### config.mk
export PLATFORM = sky130hd
export DESIGN_NAME = singleCycleCpu
export DESIGN_NICKNAME = d
export VERILOG_FILES = /design/src/rtl/cpuTypesPkg.sv /design/src/rtl/programCounter.sv /design/src/rtl/controlUnit.sv /design/src/rtl/registerFile.sv /design/src/rtl/alu.sv /design/src/rtl/requestUnit.sv /design/src/rtl/singleCycleCpu.sv
export SDC_FILE = /design/constraint.sdc
export NUM_CORES = 2
export LEC_CHECK = 0
export BUFFER_PORTS_ARGS = -buffer_cell sky130_fd_sc_hd__buf_2
export CAP_MARGIN = 40
export CELL_PAD_IN_SITES_DETAIL_PLACEMENT = 0
export CELL_PAD_IN_SITES_GLOBAL_PLACEMENT = 1
export CORE_MARGIN = 1
export CORE_UTILIZATION = 35
export CTS_BUF_LIST = sky130_fd_sc_hd__clkbuf_8
export CTS_CLUSTER_DIAMETER = 150
export CTS_CLUSTER_SIZE = 14
export DETAILED_ROUTE_END_ITERATION = 8
export PLACE_DENSITY = 0.59
export SLEW_MARGIN = 25
export SYNTH_ARGS = -nofsm -noshare
export SYNTH_HDL_FRONTEND = slang
export SYNTH_HIERARCHICAL = 1
export SYNTH_SLANG_ARGS = --single-unit
export TNS_END_PERCENT = 1
### constraint.sdc
create_clock -name CLK -period 7.2 [get_ports CLK]
set_input_delay 0.36 -clock CLK [delete_from_list [all_inputs] [get_ports CLK]]
set_output_delay 0.36 -clock CLK [all_outputs]
set_load 0.01 [all_outputs]
### src/rtl/cpuTypesPkg.sv
package cpuTypesPkg;

  typedef logic [31:0] wordT;
  typedef logic [4:0]  regIdxT;

  // primary opcode field.
  typedef enum logic [5:0] {
    opRtype = 6'b000000,
    opJ     = 6'b000010,
    opJal   = 6'b000011,
    opBeq   = 6'b000100,
    opBne   = 6'b000101,
    opAddiu = 6'b001001,
    opSlti  = 6'b001010,
    opAndi  = 6'b001100,
    opOri   = 6'b001101,
    opLui   = 6'b001111,
    opLw    = 6'b100011,
    opSw    = 6'b101011
  } opcodeT;

  // r-type function field.
  typedef enum logic [5:0] {
    funcSll  = 6'b000000,
    funcJr   = 6'b001000,
    funcAddu = 6'b100001,
    funcSubu = 6'b100011,
    funcAnd  = 6'b100100,
    funcOr   = 6'b100101,
    funcSlt  = 6'b101010
  } funcT;

  typedef enum logic [3:0] {
    aluSll, aluAdd, aluSub, aluAnd, aluOr, aluSlt, aluLui
  } aluOpT;

  typedef enum logic [1:0] {srcReg, srcImm, srcShamt} aluSrcT;

  typedef enum logic [1:0] {wbAlu, wbMem, wbPc4} wbSelT;

  typedef enum logic [1:0] {destRt, destRd, destRa} destSelT;

  typedef enum logic [1:0] {pcNext4, pcBranch, pcJump, pcReg} pcSelT;

  localparam wordT haltWord = 32'hffff_ffff; // halt encoding.

endpackage

### src/rtl/programCounter.sv
`timescale 1ns/10ps

module programCounter import cpuTypesPkg::*; #(
  parameter wordT pcInit = '0
) (
  input  logic        CLK,
  input  logic        reset,
  input  logic        advance,
  input  logic        haltInstr,
  input  logic        isBranch,
  input  logic        branchOnEqual,
  input  logic        aluZero,
  input  pcSelT       pcSel,
  input  wordT        immediate,
  input  logic [25:0] jumpField,
  input  wordT        regTarget,
  output wordT        pc,
  output wordT        pcPlus4,
  output logic        halt
);

  wordT nextPc;
  wordT branchTarget;
  logic takeBranch;

  assign pcPlus4      = pc + 32'd4;
  assign branchTarget = pcPlus4 + {immediate[29:0], 2'b00}; // word offset.
  // beq wants equal operands, bne wants them different.
  assign takeBranch   = isBranch && (aluZero == branchOnEqual);

  always_comb begin
    case (pcSel)
      pcBranch: nextPc = takeBranch ? branchTarget : pcPlus4;
      pcJump:   nextPc = {pc[31:28], jumpField, 2'b00};
      pcReg:    nextPc = regTarget;
      default:  nextPc = pcPlus4;
    endcase
  end

  always_ff @(posedge CLK) begin
    if (reset) begin
      pc   <= pcInit;
      halt <= 1'b0;
    end else if (advance && !halt) begin
      if (haltInstr)
        halt <= 1'b1; // pc stays on the halt word.
      else
        pc <= nextPc;
    end
  end

endmodule

### src/rtl/controlUnit.sv
`timescale 1ns/10ps

module controlUnit import cpuTypesPkg::*; (
  input  wordT    instr,
  output aluOpT   aluOp,
  output aluSrcT  aluSrc,
  output logic    extSigned,
  output logic    regWrite,
  output logic    memRead,
  output logic    memWrite,
  output logic    isBranch,
  output logic    branchOnEqual,
  output logic    haltInstr,
  output wbSelT   wbSel,
  output destSelT destSel,
  output pcSelT   pcSel
);

  opcodeT opcode;
  funcT   funct;

  assign opcode = opcodeT'(instr[31:26]);
  assign funct  = funcT'(instr[5:0]);

  always_comb begin
    // defaults describe a no-op.
    aluOp         = aluAdd;
    aluSrc        = srcReg;
    extSigned     = 1'b1;
    regWrite      = 1'b0;
    memRead       = 1'b0;
    memWrite      = 1'b0;
    isBranch      = 1'b0;
    branchOnEqual = 1'b0;
    haltInstr     = 1'b0;
    wbSel         = wbAlu;
    destSel       = destRt;
    pcSel         = pcNext4;

    if (instr == haltWord) begin
      haltInstr = 1'b1;
    end else begin
      case (opcode)
        opRtype: begin
          destSel  = destRd;
          regWrite = 1'b1;
          case (funct)
            funcSll: begin
              aluOp  = aluSll;
              aluSrc = srcShamt; // shamt goes to operand a.
            end
            funcJr: begin
              regWrite = 1'b0;
              pcSel    = pcReg;
            end
            funcAddu: aluOp = aluAdd;
            funcSubu: aluOp = aluSub;
            funcAnd:  aluOp = aluAnd;
            funcOr:   aluOp = aluOr;
            funcSlt:  aluOp = aluSlt;
            default:  regWrite = 1'b0;
          endcase
        end
        opJ: pcSel = pcJump;
        opJal: begin
          pcSel    = pcJump;
          regWrite = 1'b1;
          wbSel    = wbPc4;
          destSel  = destRa; // link register.
        end
        opBeq, opBne: begin
          aluOp         = aluSub;
          isBranch      = 1'b1;
          branchOnEqual = (opcode == opBeq);
          pcSel         = pcBranch;
        end
        opAddiu, opSlti, opAndi, opOri, opLui: begin
          aluSrc   = srcImm;
          regWrite = 1'b1;
          if (opcode == opSlti) aluOp = aluSlt;
          if (opcode == opAndi) aluOp = aluAnd;
          if (opcode == opOri)  aluOp = aluOr;
          if (opcode == opLui)  aluOp = aluLui;
          extSigned = (opcode == opAddiu) || (opcode == opSlti);
        end
        opLw: begin
          aluSrc   = srcImm;
          memRead  = 1'b1;
          regWrite = 1'b1;
          wbSel    = wbMem;
        end
        opSw: begin
          aluSrc   = srcImm;
          memWrite = 1'b1;
        end
        default: ;
      endcase
    end
  end

endmodule

### src/rtl/registerFile.sv
`timescale 1ns/10ps

module registerFile import cpuTypesPkg::*; (
  input  logic   CLK,
  input  logic   reset,
  input  logic   writeEnable,
  input  regIdxT readSel1,
  input  regIdxT readSel2,
  input  regIdxT writeSel,
  input  wordT   writeData,
  output wordT   readData1,
  output wordT   readData2
);

  wordT regs [32];

  always_ff @(posedge CLK) begin
    if (reset) begin
      for (int i = 0; i < 32; i++) begin
        regs[i] <= '0;
      end
    end else if (writeEnable && (writeSel != '0)) begin
      regs[writeSel] <= writeData; // r0 never written.
    end
  end

  // reads see the value before this cycle's write.
  assign readData1 = regs[readSel1];
  assign readData2 = regs[readSel2];

endmodule

### src/rtl/alu.sv
`timescale 1ns/10ps

module alu import cpuTypesPkg::*; (
  input  aluOpT aluOp,
  input  wordT  operandA,
  input  wordT  operandB,
  output wordT  result,
  output logic  zero,
  output logic  negative,
  output logic  overflow
);

  wordT sum;
  wordT diff;

  assign sum  = operandA + operandB;
  assign diff = operandA - operandB;

  always_comb begin
    case (aluOp)
      aluSll:  result = operandB << operandA[4:0];
      aluAdd:  result = sum;
      aluSub:  result = diff;
      aluAnd:  result = operandA & operandB;
      aluOr:   result = operandA | operandB;
      aluSlt:  result = {31'b0, $signed(operandA) < $signed(operandB)};
      aluLui:  result = {operandB[15:0], 16'b0};
      default: result = '0;
    endcase
  end

  assign zero     = (result == '0);
  assign negative = result[31];

  // signed overflow is reported only for add and sub.
  always_comb begin
    case (aluOp)
      aluAdd:  overflow = (operandA[31] == operandB[31]) && (sum[31] != operandA[31]);
      aluSub:  overflow = (operandA[31] != operandB[31]) && (diff[31] != operandA[31]);
      default: overflow = 1'b0;
    endcase
  end

endmodule

### src/rtl/requestUnit.sv
`timescale 1ns/10ps

module requestUnit (
  input  logic CLK,
  input  logic reset,
  input  logic memRead,
  input  logic memWrite,
  input  logic instrHit,
  input  logic dataHit,
  output logic dataRead,
  output logic dataWrite,
  output logic advance
);

  logic memInstr;
  logic pending;

  assign memInstr = memRead | memWrite;
  assign pending  = dataRead | dataWrite;

  // request levels rise the cycle after the fetch and hold until the hit.
  always_ff @(posedge CLK) begin
    if (reset) begin
      dataRead  <= 1'b0;
      dataWrite <= 1'b0;
    end else if (dataHit) begin
      dataRead  <= 1'b0;
      dataWrite <= 1'b0;
    end else if (instrHit && !pending) begin
      dataRead  <= memRead;
      dataWrite <= memWrite;
    end
  end

  // memory ops finish on the data hit, everything else on the fetch.
  assign advance = (instrHit && !memInstr) || dataHit;

endmodule

### src/rtl/singleCycleCpu.sv
`timescale 1ns/10ps

module singleCycleCpu import cpuTypesPkg::*; #(
  parameter wordT pcInit = '0
) (
  input  logic CLK,
  input  logic reset,
  input  logic instrHit,
  input  logic dataHit,
  input  wordT instrLoad,
  input  wordT dataLoad,
  output logic instrRead,
  output logic dataRead,
  output logic dataWrite,
  output logic halt,
  output wordT instrAddr,
  output wordT dataAddr,
  output wordT dataStore
);

  wordT    pc, pcPlus4;
  wordT    immExt;
  wordT    rsData, rtData;
  wordT    operandA, operandB;
  wordT    aluResult;
  wordT    writeData;
  regIdxT  writeSel;
  aluOpT   aluOp;
  aluSrcT  aluSrc;
  wbSelT   wbSel;
  destSelT destSel;
  pcSelT   pcSel;
  logic    extSigned, regWrite, memRead, memWrite;
  logic    isBranch, branchOnEqual, haltInstr;
  logic    aluZero, advance, regWriteEn;

  // immediate extender.
  assign immExt = extSigned ? {{16{instrLoad[15]}}, instrLoad[15:0]}
                            : {16'b0, instrLoad[15:0]};

  // sll takes the shift amount on port a.
  assign operandA = (aluSrc == srcShamt) ? {27'b0, instrLoad[10:6]} : rsData;
  assign operandB = (aluSrc == srcImm) ? immExt : rtData;

  always_comb begin
    case (wbSel)
      wbMem:   writeData = dataLoad;
      wbPc4:   writeData = pcPlus4;
      default: writeData = aluResult;
    endcase
  end

  always_comb begin
    case (destSel)
      destRd:  writeSel = instrLoad[15:11];
      destRa:  writeSel = 5'd31;
      default: writeSel = instrLoad[20:16];
    endcase
  end

  assign regWriteEn = regWrite && advance && !halt; // commit on advance only.

  programCounter #(.pcInit(pcInit)) pc_i (
    .CLK(CLK), .reset(reset), .advance(advance), .haltInstr(haltInstr),
    .isBranch(isBranch), .branchOnEqual(branchOnEqual), .aluZero(aluZero),
    .pcSel(pcSel), .immediate(immExt), .jumpField(instrLoad[25:0]),
    .regTarget(rsData), .pc(pc), .pcPlus4(pcPlus4), .halt(halt)
  );

  controlUnit control_i (
    .instr(instrLoad), .aluOp(aluOp), .aluSrc(aluSrc), .extSigned(extSigned),
    .regWrite(regWrite), .memRead(memRead), .memWrite(memWrite),
    .isBranch(isBranch), .branchOnEqual(branchOnEqual), .haltInstr(haltInstr),
    .wbSel(wbSel), .destSel(destSel), .pcSel(pcSel)
  );

  registerFile regFile_i (
    .CLK(CLK), .reset(reset), .writeEnable(regWriteEn),
    .readSel1(instrLoad[25:21]), .readSel2(instrLoad[20:16]),
    .writeSel(writeSel), .writeData(writeData),
    .readData1(rsData), .readData2(rtData)
  );

  alu alu_i (
    .aluOp(aluOp), .operandA(operandA), .operandB(operandB),
    .result(aluResult), .zero(aluZero), .negative(), .overflow()
  );

  requestUnit request_i (
    .CLK(CLK), .reset(reset), .memRead(memRead), .memWrite(memWrite),
    .instrHit(instrHit), .dataHit(dataHit), .dataRead(dataRead),
    .dataWrite(dataWrite), .advance(advance)
  );

  assign instrAddr = pc;
  assign instrRead = !halt;
  assign dataAddr  = aluResult;
  assign dataStore = rtData;

endmodule

==> results.sh <==
export IMPL_critPathLaunchType="input port"
export IMPL_fin_tns_setup_ns=0
export IMPL_final_core_util=0.4173
export IMPL_dr_pass1_iters=8
export IMPL_overflow=0
export IMPL_cts_buffers=86
export IMPL_crit_slowest_cell="or4_1"
export IMPL_p_int_mw=10.36
export IMPL_wl_per_cell_um=31.47
export IMPL_clockBufferDepth=3
export IMPL_antenna_found_initial=28
export IMPL_grt_usage=0.3042
export IMPL_grt_pass1_wl_mm=440.4
export IMPL_maxSlewViolCount=0
export IMPL_skew_ns=0.09705
export IMPL_final_common_cell="mux2i_1"
export IMPL_switching_share=0.3719
export IMPL_ant_nets=0
export IMPL_fmax_ghz=0.1447
export IMPL_finalCritPeriodShare=0.9601
export IMPL_vdd_ir_drop_max_uv=155.2
export IMPL_clkLatencyLatePin_ns=0.92
export IMPL_drive_gt1_frac=0.2193
export IMPL_max_slew_margin_rel=0.2433
export IMPL_layout_common_cells="mux2i_1, and2_1, edfxtp_1"
export IMPL_dp_hpwl_mm=228.1
export IMPL_gp_congestion=0.9994
export IMPL_fin_crit_ns=6.912
export IMPL_clk_pin_slew_worst_paths_ns=0.10
export IMPL_cp_max_fo=24
export IMPL_power_switching_mw=6.135
export IMPL_rsz0062_at_grt="false"
export IMPL_crit_path_end_kind="flop"
export IMPL_drt_iter0_markers=5925
export IMPL_wl_mm=317.1
export IMPL_yosys_warnings=6
export IMPL_critPathKind="input port to flop"
export IMPL_place_area_mm2=0.08070
export IMPL_maxCapViolations=0
export IMPL_avgSynthCellArea_um2=10.53
export IMPL_n_fill_cell=19237
export IMPL_cpMostUsedCell="buf_4"
export IMPL_io_buffers=167
export IMPL_start_util=0.3530
export IMPL_fp_row_count=163
export IMPL_core_mm2=0.1978
export IMPL_hold_violations=0
export IMPL_htreeDepth=3
export IMPL_status="complete, no violations"
export IMPL_top_level_ports=168
export IMPL_vias=58517
export IMPL_critPathMaxStageDelay_ns=0.60
export IMPL_cts_tree="built"
export IMPL_synthCells=6635
export IMPL_final_area_mm2=0.08255
export IMPL_via_per_inst=5.806
export IMPL_worst_pin_slew_ns=1.135
export IMPL_die_w_um=448.7
export IMPL_grt_max_degree=48
export IMPL_power_density_mw_per_mm2=199.8
export IMPL_grt_pass1_vias=57853
export IMPL_pwr_share_comb=0.370
export IMPL_hp_class="input port to flop"
export IMPL_drc=0
export IMPL_cts_sinks=1059
export IMPL_crit_arrival_ns=7.67
export IMPL_clkPwrFrac=0.199
export IMPL_synth_area_mm2=0.06984
export IMPL_finalSetupViolCount=0
export IMPL_crit_required_ns=7.96
export IMPL_p_total_mw=16.49
export IMPL_cts_root_buf="clkbuf_8"
export IMPL_die_height_um=448.7
export IMPL_die_area_mm2=0.2013
export IMPL_finalNetCount=7617
export IMPL_p_leak_nw=34.41
export IMPL_area_growth_pct=18.20
export IMPL_seq_power_share=0.431
[registers in the layout, indices dropped and copies added, names as in the netlist]
register,flops
request_i/dataWrite,1
pc_i/pc,32
request_i/dataRead,1
regFile_i/regs,1024
pc_i/halt,1
[per-stage QoR]
step,std cells,hold WS (ns),worst slack (ns)
floorplan,6666,0.4885,0.05876
global placement,9943,0.4732,-1.308
detailed placement,9951,0.4834,-1.126
CTS,10057,0.05065,0.02797
global route,10062,0.1563,0.01878
finish,10078,0.1126,0.2876
[power groups by stage]
| stage | clock network [mW] | registers (mW) | logic (mW) |
|---|---|---|---|
| 5_1_grt | 3.54 | 7.13 | 6.37 |
| 4_1_cts | 3.37 | 7.10 | 5.91 |
| 6_report | 3.29 | 7.11 | 6.10 |
| 2_1_floorplan | 0 | 7.20 | 2.72 |
| 3_3_place_gp | 0 | 7.23 | 5.88 |
| 3_5_place_dp | 0 | 7.24 | 5.89 |
[cell type report]
type                    instances  area, µm²  share of cell area
diodes                         18      45.04           0.0005457
clock buffers                  87       1197             0.01451
clock inverters                15      110.1            0.001334
inverters                     146      548.0            0.006639
multi-input cells            4879      35820              0.4339
flip-flops and latches       1059      31450              0.3810
well taps                    2640       3303             0.04001
repair buffers               1234      10070              0.1220
[metal layers]
layer  part of all wire  GRT usage
met1               0.41     0.3902
met2               0.46     0.4998
met3              0.062    0.03775
met4              0.059     0.1612
met5            0.00012          0
[critical path: cells and delay by family]
| kind | cells | cell delay (ns) |
|---|---|---|
| buffers and inverters | 10 | 1.96 |
| adder cells (fa/ha/maj) | 1 | 0.20 |
| AO/OA/AOI/OAI | 8 | 1.78 |
| multiplexers | 2 | 0.81 |
| AND/OR/NAND/NOR | 10 | 2.25 |
| XOR/XNOR | 2 | 0.27 |
[final timing paths]
path              cells past startpoint            startpoint  slack, ns            endpoint
setup / recovery                     33         instrLoad[16]       0.29          pc_i/pc[6]
hold / removal                        6         instrLoad[20]       0.11           pc_i/halt
setup reg to reg                     29  regFile_i/regs[3][0]       0.30          pc_i/pc[6]
hold reg to reg                       1    request_i/dataRead       0.51  request_i/dataRead
[repair_timing]
item / 4_1_cts / 5_1_grt
setup buffers: 0 / 1
setup endpoints to repair: 25 / 30
cloned: 0 / 0
gates resized for setup: 4 / 88
pin swaps: 0 / 9
hold buffers: 4 / 0
hold endpoints to repair: 13 / 0
No activity file was read; power rests on OpenSTA's default activity.
